`config.mk`:
```
export PLATFORM = sky130hd
export DESIGN_NAME = axi_write_xbar
export DESIGN_NICKNAME = d
export VERILOG_FILES = /design/src/common/axi_pkg.sv /design/src/common/xbar_pkg.sv /design/src/design/axi_write_xbar.sv /design/src/xbar_route/b_router.sv /design/src/xbar_route/w_router.sv /design/src/xbar_route/aw_router.sv /design/src/xbar_route/w_order_queue.sv /design/src/xbar_arb/grant_select.sv /design/src/xbar_arb/prio_reg.sv
export SDC_FILE = /design/constraint.sdc
export NUM_CORES = 1
export LEC_CHECK = 0
export BUFFER_PORTS_ARGS = -buffer_cell sky130_fd_sc_hd__buf_2
export CAP_MARGIN = 10
export CORE_AREA = 3 3 152 154
export CTS_CLUSTER_DIAMETER = 150
export DETAILED_ROUTE_END_ITERATION = 8
export DIE_AREA = 0 0 155 157
export SKIP_CTS_REPAIR_TIMING = 1
export SYNTH_ARGS = -nofsm -noshare
export SYNTH_HDL_FRONTEND = slang
export SYNTH_HIERARCHICAL = 1
export SYNTH_SLANG_ARGS = --single-unit
```
`constraint.sdc`:
```
create_clock -name clk -period 2.8 [get_ports clk]
set_input_delay 0.28 -clock clk [delete_from_list [all_inputs] [get_ports clk]]
set_output_delay 0.28 -clock clk [all_outputs]
set_load 0.005 [all_outputs]
```
`src/common/axi_pkg.sv`:
```
`default_nettype none

package axi_pkg;

    localparam int addr_w = 32;
    localparam int data_w = 32;
    localparam int id_w   = 4;
    localparam int strb_w = data_w / 8;

    // master side AW, lock/cache/prot not carried
    typedef struct packed {
        logic [id_w-1:0]   id;
        logic [addr_w-1:0] addr;
        logic [7:0]        len;
        logic [2:0]        size;
        logic [1:0]        burst;
    } aw_pay_t;

    typedef struct packed {
        logic [data_w-1:0] data;
        logic [strb_w-1:0] strb;
        logic              last;
    } w_pay_t;

    typedef struct packed {
        logic [id_w-1:0] id;
        logic [1:0]      resp;
    } b_pay_t;

endpackage

`default_nettype wire
```
`src/common/xbar_pkg.sv`:
```
`default_nettype none

package xbar_pkg;

    import axi_pkg::*;

    localparam int master_num = 2;
    localparam int slave_num  = 2;
    localparam int head_w     = (master_num > 1) ? $clog2(master_num) : 1;
    localparam int ext_id_w   = head_w + id_w;

    // index 0 is the rightmost entry
    localparam logic [slave_num-1:0][addr_w-1:0] slave_base = {32'h1000_0000, 32'h0000_0000};
    localparam logic [slave_num-1:0][addr_w-1:0] slave_mask = {32'hF000_0000, 32'hF000_0000};

    typedef logic [slave_num-1:0]  slave_sel_t;
    typedef logic [master_num-1:0] master_sel_t;

    typedef struct packed {
        logic [head_w-1:0] head;
        logic [id_w-1:0]   id;
    } ext_id_s_t;

    // slaves treat the id as opaque, the B path splits off the head
    typedef union packed {
        logic [ext_id_w-1:0] raw;
        ext_id_s_t           f;
    } ext_id_u;

    typedef struct packed {
        ext_id_u           id;
        logic [addr_w-1:0] addr;
        logic [7:0]        len;
        logic [2:0]        size;
        logic [1:0]        burst;
    } s_aw_pay_t;

    typedef struct packed {
        ext_id_u    id;
        logic [1:0] resp;
    } s_b_pay_t;

    function automatic slave_sel_t decode_addr(input logic [addr_w-1:0] addr);
        slave_sel_t sel;
        sel = '0;
        for (int s = 0; s < slave_num; s++) begin
            if ((addr & slave_mask[s]) == slave_base[s]) begin
                sel[s] = 1'b1;
            end
        end
        return sel;
    endfunction

endpackage

`default_nettype wire

```
`src/design/axi_write_xbar.sv`:
```
`timescale 1ns/1ps
`default_nettype none

module axi_write_xbar
    import axi_pkg::*;
    import xbar_pkg::*;
#(
    parameter int w_buf_depth = 4
) (
    input  logic                         clk,
    input  logic                         arst_n,
    input  aw_pay_t   [master_num-1:0]   m_aw,
    input  logic      [master_num-1:0]   m_awvalid,
    output logic      [master_num-1:0]   m_awready,
    input  w_pay_t    [master_num-1:0]   m_w,
    input  logic      [master_num-1:0]   m_wvalid,
    output logic      [master_num-1:0]   m_wready,
    output b_pay_t    [master_num-1:0]   m_b,
    output logic      [master_num-1:0]   m_bvalid,
    input  logic      [master_num-1:0]   m_bready,
    output s_aw_pay_t [slave_num-1:0]    s_aw,
    output logic      [slave_num-1:0]    s_awvalid,
    input  logic      [slave_num-1:0]    s_awready,
    output w_pay_t    [slave_num-1:0]    s_w,
    output logic      [slave_num-1:0]    s_wvalid,
    input  logic      [slave_num-1:0]    s_wready,
    input  s_b_pay_t  [slave_num-1:0]    s_b,
    input  logic      [slave_num-1:0]    s_bvalid,
    output logic      [slave_num-1:0]    s_bready
);

    // AW acceptance feeds the W order queues
    logic       [master_num-1:0] q_enq;
    slave_sel_t [master_num-1:0] q_enq_sel;
    logic       [master_num-1:0] q_full;

    aw_router #(
        .w_buf_depth(w_buf_depth)
    ) aw_router_inst (
        .clk      (clk),
        .arst_n   (arst_n),
        .m_aw     (m_aw),
        .m_awvalid(m_awvalid),
        .m_awready(m_awready),
        .s_aw     (s_aw),
        .s_awvalid(s_awvalid),
        .s_awready(s_awready),
        .q_full   (q_full),
        .q_enq    (q_enq),
        .q_enq_sel(q_enq_sel)
    );

    w_router #(
        .w_buf_depth(w_buf_depth)
    ) w_router_inst (
        .clk      (clk),
        .arst_n   (arst_n),
        .m_w      (m_w),
        .m_wvalid (m_wvalid),
        .m_wready (m_wready),
        .s_w      (s_w),
        .s_wvalid (s_wvalid),
        .s_wready (s_wready),
        .q_enq    (q_enq),
        .q_enq_sel(q_enq_sel),
        .q_full   (q_full)
    );

    b_router b_router_inst (
        .clk     (clk),
        .arst_n  (arst_n),
        .s_b     (s_b),
        .s_bvalid(s_bvalid),
        .s_bready(s_bready),
        .m_b     (m_b),
        .m_bvalid(m_bvalid),
        .m_bready(m_bready)
    );

endmodule

`default_nettype wire

```
`src/xbar_route/b_router.sv`:
```
`timescale 1ns/1ps
`default_nettype none

module b_router
    import axi_pkg::*;
    import xbar_pkg::*;
(
    input  logic                           clk,
    input  logic                           arst_n,
    input  s_b_pay_t    [slave_num-1:0]    s_b,
    input  logic        [slave_num-1:0]    s_bvalid,
    output logic        [slave_num-1:0]    s_bready,
    output b_pay_t      [master_num-1:0]   m_b,
    output logic        [master_num-1:0]   m_bvalid,
    input  logic        [master_num-1:0]   m_bready
);

    master_sel_t [slave_num-1:0]                  b_req;
    master_sel_t [slave_num-1:0]                  b_grant;
    logic        [slave_num-1:0][slave_num-1:0]   b_prio;
    logic        [slave_num-1:0]                  b_hs;

    always_comb begin
        for (int s = 0; s < slave_num; s++) begin
            // target master comes from the id head
            b_req[s]    = s_bvalid[s] ? master_sel_t'(master_sel_t'(1) << s_b[s].id.f.head) : '0;
            s_bready[s] = |(b_grant[s] & m_bready);
            b_hs[s]     = s_bvalid[s] && s_bready[s];
        end
    end

    always_comb begin
        for (int m = 0; m < master_num; m++) begin
            m_b[m]      = '0;
            m_bvalid[m] = 1'b0;
            for (int s = 0; s < slave_num; s++) begin
                if (b_grant[s][m]) begin
                    m_b[m].id   = s_b[s].id.f.id;
                    m_b[m].resp = s_b[s].resp;
                    m_bvalid[m] = 1'b1;
                end
            end
        end
    end

    prio_reg #(
        .sender_num(slave_num)
    ) b_prio_reg (
        .clk   (clk),
        .arst_n(arst_n),
        .hs    (b_hs),
        .prio  (b_prio)
    );

    grant_select #(
        .sender_num  (slave_num),
        .receiver_num(master_num)
    ) b_grant_select (
        .req  (b_req),
        .prio (b_prio),
        .grant(b_grant)
    );

endmodule

`default_nettype wire

```
`src/xbar_route/w_router.sv`:
```
`timescale 1ns/1ps
`default_nettype none

module w_router
    import axi_pkg::*;
    import xbar_pkg::*;
#(
    parameter int w_buf_depth = 4
) (
    input  logic                          clk,
    input  logic                          arst_n,
    input  w_pay_t     [master_num-1:0]   m_w,
    input  logic       [master_num-1:0]   m_wvalid,
    output logic       [master_num-1:0]   m_wready,
    output w_pay_t     [slave_num-1:0]    s_w,
    output logic       [slave_num-1:0]    s_wvalid,
    input  logic       [slave_num-1:0]    s_wready,
    input  logic       [master_num-1:0]   q_enq,
    input  slave_sel_t [master_num-1:0]   q_enq_sel,
    output logic       [master_num-1:0]   q_full
);

    slave_sel_t [master_num-1:0]                   head_sel;
    logic       [master_num-1:0]                   q_empty;
    logic       [master_num-1:0]                   w_done;
    slave_sel_t [master_num-1:0]                   w_req;
    slave_sel_t [master_num-1:0]                   w_grant;
    logic       [master_num-1:0][master_num-1:0]   w_prio;

    for (genvar m = 0; m < master_num; m++) begin : g_queue
        w_order_queue #(
            .w_buf_depth(w_buf_depth)
        ) w_order_queue_inst (
            .clk     (clk),
            .arst_n  (arst_n),
            .enq     (q_enq[m]),
            .enq_sel (q_enq_sel[m]),
            .deq     (w_done[m]),
            .head_sel(head_sel[m]),
            .empty   (q_empty[m]),
            .full    (q_full[m])
        );
    end

    always_comb begin
        for (int m = 0; m < master_num; m++) begin
            // head of the queue is the slave of the oldest open burst
            w_req[m]    = q_empty[m] ? '0 : head_sel[m];
            m_wready[m] = |(w_grant[m] & s_wready);
            w_done[m]   = m_wvalid[m] && m_wready[m] && m_w[m].last;
        end
    end

    always_comb begin
        for (int s = 0; s < slave_num; s++) begin
            s_w[s]      = '0;
            s_wvalid[s] = 1'b0;
            for (int m = 0; m < master_num; m++) begin
                if (w_grant[m][s]) begin
                    s_w[s]      = m_w[m];
                    s_wvalid[s] = m_wvalid[m];
                end
            end
        end
    end

    // order only moves at burst end so bursts never interleave
    prio_reg #(
        .sender_num(master_num)
    ) w_prio_reg (
        .clk   (clk),
        .arst_n(arst_n),
        .hs    (w_done),
        .prio  (w_prio)
    );

    grant_select #(
        .sender_num  (master_num),
        .receiver_num(slave_num)
    ) w_grant_select (
        .req  (w_req),
        .prio (w_prio),
        .grant(w_grant)
    );

endmodule

`default_nettype wire

```
`src/xbar_route/aw_router.sv`:
```
`timescale 1ns/1ps
`default_nettype none

module aw_router
    import axi_pkg::*;
    import xbar_pkg::*;
#(
    parameter int w_buf_depth = 4
) (
    input  logic                          clk,
    input  logic                          arst_n,
    input  aw_pay_t    [master_num-1:0]   m_aw,
    input  logic       [master_num-1:0]   m_awvalid,
    output logic       [master_num-1:0]   m_awready,
    output s_aw_pay_t  [slave_num-1:0]    s_aw,
    output logic       [slave_num-1:0]    s_awvalid,
    input  logic       [slave_num-1:0]    s_awready,
    input  logic       [master_num-1:0]   q_full,
    output logic       [master_num-1:0]   q_enq,
    output slave_sel_t [master_num-1:0]   q_enq_sel
);

    slave_sel_t [master_num-1:0]                   aw_req;
    slave_sel_t [master_num-1:0]                   aw_grant;
    logic       [master_num-1:0][master_num-1:0]   aw_prio;
    s_aw_pay_t  [master_num-1:0]                   ext_aw;

    // a zero deep queue could never take an AW
    if (w_buf_depth < 1) begin : g_depth_check
        $error("aw_router: w_buf_depth must be at least 1");
    end

    always_comb begin
        for (int m = 0; m < master_num; m++) begin
            // no request while the W order queue has no room
            aw_req[m] = (m_awvalid[m] && !q_full[m]) ? decode_addr(m_aw[m].addr) : '0;

            ext_aw[m].id.f.head = head_w'(m);
            ext_aw[m].id.f.id   = m_aw[m].id;
            ext_aw[m].addr      = m_aw[m].addr;
            ext_aw[m].len       = m_aw[m].len;
            ext_aw[m].size      = m_aw[m].size;
            ext_aw[m].burst     = m_aw[m].burst;

            m_awready[m] = |(aw_grant[m] & s_awready);
            q_enq[m]     = m_awvalid[m] && m_awready[m];
            q_enq_sel[m] = aw_req[m];
        end
    end

    always_comb begin
        for (int s = 0; s < slave_num; s++) begin
            s_aw[s]      = '0;
            s_awvalid[s] = 1'b0;
            for (int m = 0; m < master_num; m++) begin
                if (aw_grant[m][s]) begin
                    s_aw[s]      = ext_aw[m];
                    s_awvalid[s] = 1'b1;
                end
            end
        end
    end

    prio_reg #(
        .sender_num(master_num)
    ) aw_prio_reg (
        .clk   (clk),
        .arst_n(arst_n),
        .hs    (q_enq),
        .prio  (aw_prio)
    );

    grant_select #(
        .sender_num  (master_num),
        .receiver_num(slave_num)
    ) aw_grant_select (
        .req  (aw_req),
        .prio (aw_prio),
        .grant(aw_grant)
    );

endmodule

`default_nettype wire

```
`src/xbar_route/w_order_queue.sv`:
```
`timescale 1ns/1ps
`default_nettype none

module w_order_queue
    import xbar_pkg::*;
#(
    parameter int w_buf_depth = 4
) (
    input  logic       clk,
    input  logic       arst_n,
    input  logic       enq,
    input  slave_sel_t enq_sel,
    input  logic       deq,
    output slave_sel_t head_sel,
    output logic       empty,
    output logic       full
);

    localparam int ptr_w = (w_buf_depth > 1) ? $clog2(w_buf_depth) : 1;
    localparam int cnt_w = $clog2(w_buf_depth + 1);

    slave_sel_t       mem [w_buf_depth];
    logic [ptr_w-1:0] wr_ptr;
    logic [ptr_w-1:0] rd_ptr;
    logic [cnt_w-1:0] count;
    logic             do_enq;
    logic             do_deq;

    assign empty    = (count == '0);
    assign full     = (count == cnt_w'(w_buf_depth));
    assign head_sel = mem[rd_ptr];

    assign do_enq = enq && !full;
    assign do_deq = deq && !empty;

    always_ff @(posedge clk) begin
        if (do_enq) begin
            mem[wr_ptr] <= enq_sel;
        end
    end

    always_ff @(posedge clk or negedge arst_n) begin
        if (!arst_n) begin
            wr_ptr <= '0;
            rd_ptr <= '0;
            count  <= '0;
        end else begin
            if (do_enq) begin
                wr_ptr <= (wr_ptr == ptr_w'(w_buf_depth - 1)) ? '0 : wr_ptr + 1'b1;
            end
            if (do_deq) begin
                rd_ptr <= (rd_ptr == ptr_w'(w_buf_depth - 1)) ? '0 : rd_ptr + 1'b1;
            end
            // both at once leaves the count alone
            if (do_enq && !do_deq) begin
                count <= count + 1'b1;
            end else if (do_deq && !do_enq) begin
                count <= count - 1'b1;
            end
        end
    end

endmodule

`default_nettype wire

```
`src/xbar_arb/grant_select.sv`:
```
`timescale 1ns/1ps
`default_nettype none

module grant_select #(
    parameter int sender_num   = 2,
    parameter int receiver_num = 2
) (
    input  logic [sender_num-1:0][receiver_num-1:0] req,
    input  logic [sender_num-1:0][sender_num-1:0]   prio,
    output logic [sender_num-1:0][receiver_num-1:0] grant
);

    // a request passes unless another requester of the same receiver ranks higher
    always_comb begin
        for (int i = 0; i < sender_num; i++) begin
            for (int r = 0; r < receiver_num; r++) begin
                grant[i][r] = req[i][r];
                for (int j = 0; j < sender_num; j++) begin
                    if (j != i && req[j][r] && prio[j][i]) begin
                        grant[i][r] = 1'b0;
                    end
                end
            end
        end
    end

endmodule

`default_nettype wire

```
`src/xbar_arb/prio_reg.sv`:
```
`timescale 1ns/1ps
`default_nettype none

module prio_reg #(
    parameter int sender_num = 2
) (
    input  logic                                 clk,
    input  logic                                 arst_n,
    input  logic [sender_num-1:0]                hs,
    output logic [sender_num-1:0][sender_num-1:0] prio
);

    // prio[i][j] set means sender i outranks sender j
    logic [sender_num-1:0][sender_num-1:0] prio_d;

    always_comb begin
        for (int i = 0; i < sender_num; i++) begin
            for (int j = 0; j < sender_num; j++) begin
                if (i == j) begin
                    prio_d[i][j] = 1'b0;
                end else if (hs[i] && !hs[j]) begin
                    // served sender drops below the idle one
                    prio_d[i][j] = 1'b0;
                end else if (hs[j] && !hs[i]) begin
                    prio_d[i][j] = 1'b1;
                end else begin
                    prio_d[i][j] = prio[i][j];
                end
            end
        end
    end

    always_ff @(posedge clk or negedge arst_n) begin
        if (!arst_n) begin
            for (int i = 0; i < sender_num; i++) begin
                for (int j = 0; j < sender_num; j++) begin
                    prio[i][j] <= (i < j);
                end
            end
        end else begin
            prio <= prio_d;
        end
    end

endmodule

`default_nettype wire

```
== Word-level counts from Yosys, hierarchy flattened ==
Memory sizes are Yosys's and may differ from the RTL's.
Index checks and enable logic that the tools add are counted.

* Add/subtract/negate cells: 8
* Equal/unequal tests: 8
* Shift operators: 2
* Mux-type cells: 70
* Bitwise logic cells: 6
* Reductions and logical operators: 65

{| class="wikitable"
|+ Operators with widths
! kind !! count
|-
| $mux W37 || 4
|-
| $mux W50 || 2
|-
| $mux W49 || 2
|-
| $logic_not A32 Y1 || 2
|-
| $mux W1 || 44
|-
| $logic_and A1 B1 Y1 || 36
|-
| $mux W6 || 4
|-
| $mux W2 || 10
|-
| $logic_not A1 Y1 || 14
|-
| $and A2 B2 Y2 || 6
|-
| $mux W3 || 4
|-
| $reduce_or A2 Y1 || 6
|-
| $reduce_bool A2 Y1 || 5
|-
| $add A2 B1 Y2 const B || 4
|-
| $eq A2 B2 Y1 const B || 4
|-
| $eq A4 B1 Y1 const B || 2
|-
| $add A3 B1 Y3 const B || 2
|-
| $eq A3 B3 Y1 const B || 2
|-
| $logic_not A3 Y1 || 2
|-
| $sub A3 B1 Y3 const B || 2
|-
| $shl A1 B1 Y2 const A || 2
|}

* Bits in registers: 20
* RAM bits: 16
* Input bits: 200
* Output and inout port bits: 198
* Logic and storage cells: 173
* Memories: 2

{| class="wikitable"
|+ Memories
! memory !! depth !! width !! read ports !! clocked after memory_dff !! wr ports !! RTL line !! RTL
|-
| w_router_inst.g_queue[0].w_order_queue_inst.mem || 4 || 2 || 1 || 0 || 1 || w_order_queue.sv:22 || <nowiki>slave_sel_t mem [w_buf_depth];</nowiki>
|-
| w_router_inst.g_queue[1].w_order_queue_inst.mem || 4 || 2 || 1 || 0 || 1 || w_order_queue.sv:22 ||
|}

== Depth between registers and ports, before layout ==
Gate-level depths: netlist of the first run.

* Depth in word-level cells: 14
* Mapped depth: 15
* Depth with buffers taken out: 13

== Hierarchy ==
The synthesis of the first run kept the hierarchy.

{| class="wikitable"
|+ Modules (own cells, without submodules)
! module !! times used !! cells an instance !! area an instance (µm²) !! seq. area each (µm²)
|-
| w_order_queue || 2 || 47 || 755.7 || 415.4
|-
| aw_router || 1 || 245 || 1336.3 || 0.0
|-
| w_router || 1 || 183 || 1053.5 || 0.0
|-
| prio_reg || 3 || 13 || 125.1 || 51.3
|-
| b_router || 1 || 42 || 231.5 || 0.0
|-
| grant_select || 3 || 4 || 30.0 || 0.0
|}

== Worst setup path after synthesis of the first run ==
OpenSTA, ideal clock, no wires.

* Path type: flip-flop to flip-flop
* From: register w_router_inst.g_queue[1].w_order_queue_inst.count[2]
* To: register w_router_inst.g_queue[1].w_order_queue_inst.count[2]
* Library setup time: 79 ps
* Arrival time: 3146 ps
* Required time: 2721 ps
* Slack: -425 ps
* Stages on the path, launching flop included: 16
* Buffers on the path: 2
* Period minus slack after synthesis: 3225 ps
* Path through: dfrtp_1 > nor3b_4 > nand2b_1 > nor4_1 > a21boi_1 > buf_4 > a22o_1 > and2_1 > nor2b_2 > buf_6 > ha_1 > inv_1 > fa_1 > xor2_1 > nor2_1 > xor2_1

{| class="wikitable"
|+ RTL lines
! item !! RTL line !! RTL
|-
| from (decl) || w_order_queue.sv:25 || <nowiki>logic [cnt_w-1:0] count;</nowiki>
|-
| from (signal assigned) || w_order_queue.sv:56 || <nowiki>count <= count + 1'b1;</nowiki>
|-
| from (signal assigned) || w_order_queue.sv:58 || <nowiki>count <= count - 1'b1;</nowiki>
|}

==> results.yml, run 1 <==
outcome:
  status: "complete, but fails checks"
  violations: "hold timing"
timing:
  finalSetupViolCount: 0
  finalHoldViolations: 17
  finalMaxSlewViolations: 0
  whs_ps: -46.3
  max_freq_mhz: 362
  fin_skew_ps: 6.21
  finalCriticalPeriod_ps: 2760
  fin_crit_sh_pct: 98.6
  worst_slack_ps: 38.1
  tightestPinTransition_ps: 500
  rsz0062_at_grt: "yes"
  slew_headroom_pct: 66.7
layout:
  largest_reg_flops: 16
  drive_gt1_share_pct: 52.3
  reg_top3: "w_router_inst/g_queue.w_order_queue_inst/mem (16), w_router_inst/g_queue.w_order_queue_inst/count (6)"
  fin_area_mm2: 0.00741
  syn2layout_area_growth_pct: 63.1
  finalNonFillerCells: 1300
  regMostFlops: "w_router_inst/g_queue.w_order_queue_inst/mem"
  nNetsFinal: 1237
  postLayoutCoreUtil_pct: 34.0
clocking:
  clk_latency_ps: 270
  cts_buffers: 5
  cts_tree: "yes"
  ctsRootBufferMaster: "clkbuf_16"
  path_clk_slew_ps: 50
  cts.sinks: 36
  htreeDepth: 2
  clk_path_buf_depth: 2
run:
  maxCapViolCount: 0
global_route:
  grtUsageTotal_pct: 16.5
  grt_max_degree: 101
  grt_pass1_vias: 5707
  grt.overflow.total: 0
  grt_pass1_wl_um: 32200
  antenna_found_initial: 3
setup_path:
  r2r.worst_path.cells: 12
  slowest_delay_ps: 500
  crit_type: "flop to flop"
  critPathTopFamily: "simple AND/OR/NAND/NOR gates"
  cp.depth: 12
  critical_path.endpoint_type: "flop"
  crit_top_cell: "xor2_1"
  cp-start-kind: "flop"
  r2r_slack_ps: 40
  crit_chain: "mux4_2 -> nor2b_2 -> a21boi_4 -> a22o_1 -> and3_4 -> nand2b_4 -> ha_4 -> inv_2 -> fa_2 -> xor2_1 -> nor2_1 -> xor2_1"
  required_ps: 2990
  cp_max_fo: 3
  crit_buf_inv: 1
  worstPathArrival_ps: 2960
  critPathSlowestCell: "mux4_2"
place:
  dpl_cell_area_mm2: 0.00702
  dp.cells: 1275
  gp_congestion: 0.914
  hpwl_um: 18800
  io_buffers: 397
  dpl_worst_slack_ps: -65.2
routing:
  met3_length_um: 1620
  wl_met1_um: 8070
  routedWlPerCell_um: 17.3
  viasPerCell: 4.69
  ant_nets: 0
  drtIter0Drc: 289
  drc: 0
  routed-wl-met2_um: 12000
  drtPass1Iterations: 7
  wl_um: 22500
  vias: 6094
  topRoutingLayerUsed: "met4"
die:
  fp.coreArea_mm2: 0.0218
  dieArea_mm2: 0.0243
  fp-row-count: 54
  ios: 398
  die_width_um: 155
  initial_utilization_pct: 20.8
  dieHeight_um: 157
pwr:
  peakVddDrop_mv: 0.563
  powerDensity_mw_per_mm2: 710
  cellLeakagePower_nw: 3.85
synthesis:
  synthCells: 606
  synth_warnings: 6
  syn_area_per_cell_um2: 7.49
  syn_area_mm2: 0.00454
  syn-num-nets: 826
hold_path:
  hp-class: "input port to asynchronous set/reset pin"
-- worst paths after layout --
kind	end	from
hold reg to reg	b_router_inst/b_prio_reg/prio[1]	b_router_inst/b_prio_reg/prio[1]
setup reg to reg	flop	flop
min in group clk	b_router_inst/b_prio_reg/prio[1]	s_bvalid[0]
setup / recovery	flop	flop
max in group asynchronous	asynchronous set/reset pin	arst_n
hold / removal	asynchronous set/reset pin	arst_n
-- routing by layer --
metal / track usage (%) / vias up
met5: 0 / -
met4: 5.05 / 0
met3: 2.94 / 42
met2: 32.9 / 316
met1: 17.5 / 2774
li1: - / 2962
-- metrics by stage --
step / hold slack, ps / power (mW) / TNS (ps)
4_1_cts: -22.0 / 4.95 / -18970
5_1_grt: 0.521 / 5.69 / -710
2_1_floorplan: -15.6 / 3.00 / -388
3_5_place_dp: 274 / 4.38 / -246
3_3_place_gp: 263 / 4.32 / -38.0
6_report: -46.3 / 5.26 / 0
-- power by group --
part	internal (mW)	switching (mW)	total [mW]	leakage, nW
combinational	1.90	1.95	3.85	3.40
sequential	0.699	0.167	0.867	0.378
clock	0.354	0.191	0.545	0.0712
total	2.95	2.31	5.26	3.85
-- final cells by class --
class	instances	area, um^2
fillers	2371	14400
multi-input cells	502	3350
repair buffers	457	2510
flip-flops and latches	36	987
well taps	280	350
clock buffers	8	146
inverters	15	56.3
diodes	2	5.00
-- layout by cell type, fill, tap and decap left out, types with 6 or more instances in the layout --
cell type and instances:
buf_2 397, nand2_1 197, a22o_1 95, o21ai_0 62, buf_4 52, o21ai_1 38, ha_1 16, edfxtp_1 16
dfrtp_1 15, inv_1 13, and2_2 8, nor2b_4 7, a21boi_4 7, nor2_1 6
Power figures use the tool's default switching activity.
==> inputs of run 2 (changes only) <==
==> constraint.sdc (replaced) <==
create_clock -name clk -period 2.91 [get_ports clk]
set_input_delay 0.291 -clock clk [delete_from_list [all_inputs] [get_ports clk]]
set_output_delay 0.291 -clock clk [all_outputs]
set_load 0.005 [all_outputs]
==> results.yml, run 2 (synthesized netlist as in run 1, its figures left out) <==
global_route:
  use_met1_pct: 17.8
  antenna_found_initial: 4
  grt.overflow.total: 0
  grt_max_degree: 101
  grt_pass1_vias: 5489
  grt_pass1_wl_um: 31500
  grt_use_met2_pct: 32.2
  grtUsageMet3_pct: 3.30
  grtUsageTotal_pct: 16.4
  globalRoute.busiestLayer: "met2"
setup_path:
  crit_chain: "nor3b_4 -> nand2b_4 -> nor4_4 -> a21boi_4 -> a22o_1 -> and2_4 -> nor2b_4 -> ha_4 -> inv_2 -> fa_2 -> xor2_1 -> nor2_1 -> xor2_1"
  critical_path.endpoint_type: "flop"
  required_ps: 3110
  critPathTopFamily: "simple AND/OR/NAND/NOR gates"
  slowest_delay_ps: 380
  critPathSlowestCell: "dfrtp_1"
  worstPathArrival_ps: 3040
  cp_max_fo: 4
  crit_top_cell: "xor2_1"
  cp-start-kind: "flop"
  crit_buf_inv: 1
  crit_type: "flop to flop"
pwr:
  powerDensity_mw_per_mm2: 688
  peakVddDrop_mv: 0.571
  cellLeakagePower_nw: 3.75
clocking:
  cts_tree: "yes"
  clk_latency_ps: 280
  ctsRootBufferMaster: "clkbuf_16"
  cts_buffers: 5
  cts.sinks: 36
  htreeDepth: 2
  path_clk_slew_ps: 60
  clk_path_buf_depth: 2
place:
  gp_congestion: 0.986
  hpwl_um: 18900
  io_buffers: 397
  dp.cells: 1258
timing:
  fin_skew_ps: 1.77
  tns_ps: 0
  slew_headroom_pct: 67.3
  finalSetupViolCount: 0
  whs_ps: -29.5
  max_freq_mhz: 353
  finalCriticalPeriod_ps: 2830
  tightestPinTransition_ps: 490
  finalMaxSlewViolations: 0
  finalHoldViolations: 17
  fin_crit_sh_pct: 97.4
die:
  initial_utilization_pct: 20.8
  fp.coreArea_mm2: 0.0218
  dieArea_mm2: 0.0243
  die_width_um: 155
  ios: 398
  fp-row-count: 54
  dieHeight_um: 157
routing:
  drtIter0Drc: 317
  wl_um: 22500
  drtPass1Iterations: 5
  drc: 0
  routedWlPerCell_um: 17.6
  viasPerCell: 4.66
  ant_nets: 0
  vias: 5965
hold_path:
  hp-class: "input port to asynchronous set/reset pin"
layout:
  regMostFlops: "w_router_inst/g_queue.w_order_queue_inst/mem"
  final_cell_mix: "397 x buf_2, 197 x nand2_1, 95 x a22o_1, 62 x o21ai_0, 38 x o21ai_1"
  finalNonFillerCells: 1279
  drive_gt1_share_pct: 51.2
  nNetsFinal: 1218
  antenna_cells: 0
  layout_commonest_cell: "buf_2"
  syn2layout_area_growth_pct: 59.8
  largest_reg_flops: 16
  reg_top3: "w_router_inst/g_queue.w_order_queue_inst/mem (16), w_router_inst/g_queue.w_order_queue_inst/count (6)"
outcome:
  status: "complete, but fails checks"
  violations: "hold timing"
run:
  maxCapViolCount: 0
==> run 2: final timing paths <==
check,from,end,slack (ps),cells past startpoint
max in group asynchronous,arst_n,asynchronous set/reset pin,2580,1
worst max register to register,flop,flop,80,13
worst min register to register,b_router_inst/b_prio_reg/prio[1],b_router_inst/b_prio_reg/prio[1],500,2
worst min-delay path,arst_n,asynchronous set/reset pin,-30,1
worst max-delay path,flop,flop,80,13
min in group clk,s_bvalid[0],b_router_inst/b_prio_reg/prio[1],470,4
==> run 2: layout make-up <==
cell class | count | area [um^2]
clock buffer | 5 | 125
clock inverter | 3 | 42.5
fill | 2360 | 14600
inverter | 15 | 56.3
multi-input combinational | 502 | 3330
sequential | 36 | 987
tap | 280 | 350
timing repair buffer | 438 | 2360
==> run 2: power breakdown <==
group | switching [mW] | total, mW | internal [mW]
clock network | 0.206 | 0.608 | 0.402
registers | 0.149 | 0.822 | 0.673
logic | 1.86 | 3.57 | 1.70
total | 2.22 | 4.99 | 2.78
==> run 2: metal layers <==
metal	part of all wire [%]	up-vias
met1	36	2720
met3	8.2	30
li1	-	2910
met2	53	301
met5	0.093	-
met4	2.8	4
==> run 2: per-stage QoR <==
stage | power [mW] | worst slack (ps) | instance area (um^2) | util [%]
final | 4.99 | 75.8 | 7260 | 33.2
after global placement | 4.15 | 59.6 | 6880 | 31.5
after floorplan | 2.89 | -11.4 | 4650 | -
after detailed placement | 4.19 | -50.6 | 6880 | 31.5
after CTS | 4.82 | -302 | 7050 | 32.3
after global routing | 5.40 | -29.1 | 7260 | 33.2
==> inputs of run 3 (changes only) <==
==> constraint.sdc (replaced) <==
create_clock -name clk -period 2.5 [get_ports clk]
set_input_delay 0.25 -clock clk [delete_from_list [all_inputs] [get_ports clk]]
set_output_delay 0.25 -clock clk [all_outputs]
set_load 0.005 [all_outputs]
==> results.yml, run 3 (synthesized netlist as in run 1, its figures left out) <==
outcome:
  status: "complete, but fails checks"
  violations: "setup timing"
timing:
  max_freq_mhz: 365
  finalCriticalPeriod_ps: 2740
  slew_headroom_pct: 66.7
  tightestPinTransition_ps: 500
  finalMaxSlewViolations: 0
  rsz0062_at_grt: "yes"
  fin_skew_ps: 10.5
  finalHoldViolations: 0
  finalSetupViolCount: 160
  worst_slack_ps: -239
  tns_ps: -17740
  fin_crit_sh_pct: 110
setup_path:
  slowest_delay_ps: 540
  crit_chain: "mux4_2 -> nor2b_4 -> a21boi_2 -> a22o_1 -> and3_4 -> nand2b_4 -> ha_4 -> inv_2 -> fa_2 -> xor2_1 -> nor2_1 -> xor2_1"
  r2r_slack_ps: -240
  critPathTopFamily: "multiplexers"
  worstPathArrival_ps: 2940
  cp-start-kind: "flop"
  cp_max_fo: 3
  crit_top_cell: "xor2_1"
  critical_path.endpoint_type: "flop"
  crit_type: "flop to flop"
  critPathSlowestCell: "mux4_2"
  crit_buf_inv: 1
  required_ps: 2700
die:
  dieHeight_um: 157
  fp.coreArea_mm2: 0.0218
  die_width_um: 155
  ios: 398
  dieArea_mm2: 0.0243
  initial_utilization_pct: 20.8
  fp-row-count: 54
global_route:
  grt.overflow.total: 0
  grt_max_degree: 76
  grtUsageTotal_pct: 16.5
  grt_pass1_wl_um: 32400
  grt_pass1_vias: 5863
  antenna_found_initial: 5
layout:
  reg_top3: "w_router_inst/g_queue.w_order_queue_inst/mem (16), w_router_inst/g_queue.w_order_queue_inst/count (6)"
  fin_area_mm2: 0.00747
  regMostFlops: "w_router_inst/g_queue.w_order_queue_inst/mem"
  largest_reg_flops: 16
  postLayoutCoreUtil_pct: 34.2
  syn2layout_area_growth_pct: 64.5
  drive_gt1_share_pct: 52.3
  final_cell_mix: "397 x buf_2, 197 x nand2_1, 95 x a22o_1, 62 x o21ai_0, 57 x buf_4"
  layout_commonest_cell: "buf_2"
  nNetsFinal: 1245
routing:
  viasPerCell: 4.67
  vias: 6124
  routedWlPerCell_um: 17.0
  wl_um: 22300
  drtPass1Iterations: 6
  drtIter0Drc: 276
  drc: 0
  ant_nets: 0
place:
  io_buffers: 397
  dpl_worst_slack_ps: -339
  hpwl_um: 18700
  gp_congestion: 0.859
  dpl_cell_area_mm2: 0.00713
clocking:
  path_clk_slew_ps: 60
  cts_buffers: 5
  htreeDepth: 2
  cts_tree: "yes"
  cts.sinks: 36
  ctsRootBufferMaster: "clkbuf_16"
  clk_path_buf_depth: 2
  clk_latency_ps: 280
run:
  maxCapViolCount: 0
pwr:
  peakVddDrop_mv: 0.438
  cellLeakagePower_nw: 3.89
  powerDensity_mw_per_mm2: 787
hold_path:
  hp-class: "input port to flop"
run 3: changes by cell type in the layout (fill, tap and decap cells not counted), moves of 2 or more:
cell | previous run | this run
nor3_1 | 0 | 2
diode_2 | 0 | 5
buf_6 | 0 | 2
buf_4 | 34 | 57
run 3: per-stage QoR:
step                      hold slack (ps)  cells  power, mW
after detailed placement              252   1290       5.00
after global routing                  479   1310       6.37
final                                 438   1311       5.88
after CTS                           -47.5   1298       5.64
after floorplan                     -45.6    606       3.36
after global placement                249   1290       4.95
run 3: worst reg2reg max path: stages, from the launching register on:
cell and delay [ps]:
dfrtp_1 420, mux4_2 540, nor2b_4 160, a21boi_2 160, a22o_1 250, and3_4 170, nand2b_4 80, ha_4 130
inv_2 30, fa_2 320, xor2_1 140, nor2_1 110, xor2_1 160
run 3: where the power goes:
part | total (mW) | internal [mW] | switching [mW] | leakage (nW)
combinational | 4.30 | 2.14 | 2.16 | 3.44
sequential | 0.959 | 0.781 | 0.179 | 0.379
clock | 0.619 | 0.371 | 0.248 | 0.0702
total | 5.88 | 3.29 | 2.59 | 3.89
run 3: path summary, 6_finish.rpt:
check                      cells past startpoint                          endpoint                        startpoint
min                                            4  b_router_inst/b_prio_reg/prio[2]                       s_bvalid[1]
max                                           12                              flop                              flop
min reg2reg                                    2  b_router_inst/b_prio_reg/prio[1]  b_router_inst/b_prio_reg/prio[1]
max in group asynchronous                      2        asynchronous set/reset pin                            arst_n
max reg2reg                                   12                              flop                              flop
min in group asynchronous                      2        asynchronous set/reset pin                            arst_n
run 3: cell type report:
class                           instances  area (um^2)
Antenna cell                            5         12.5
Multi-Input combinational cell        502         3330
Tap cell                              280          350
Clock buffer                            5          125
Fill cell                            2363        14400
Inverter                               15         56.3
Timing Repair Buffer                  465         2580
Clock inverter                          3         21.3
Sequential cell                        36          986
run 3: layer usage:
layer | global-route usage (%) | part of all wire (%) | vias to the layer above
met5 | 0 | 0 | -
met4 | 7.65 | 3.9 | 0
met3 | 2.86 | 7.6 | 38
met2 | 31.5 | 53 | 312
met1 | 17.5 | 36 | 2800
li1 | - | - | 2974
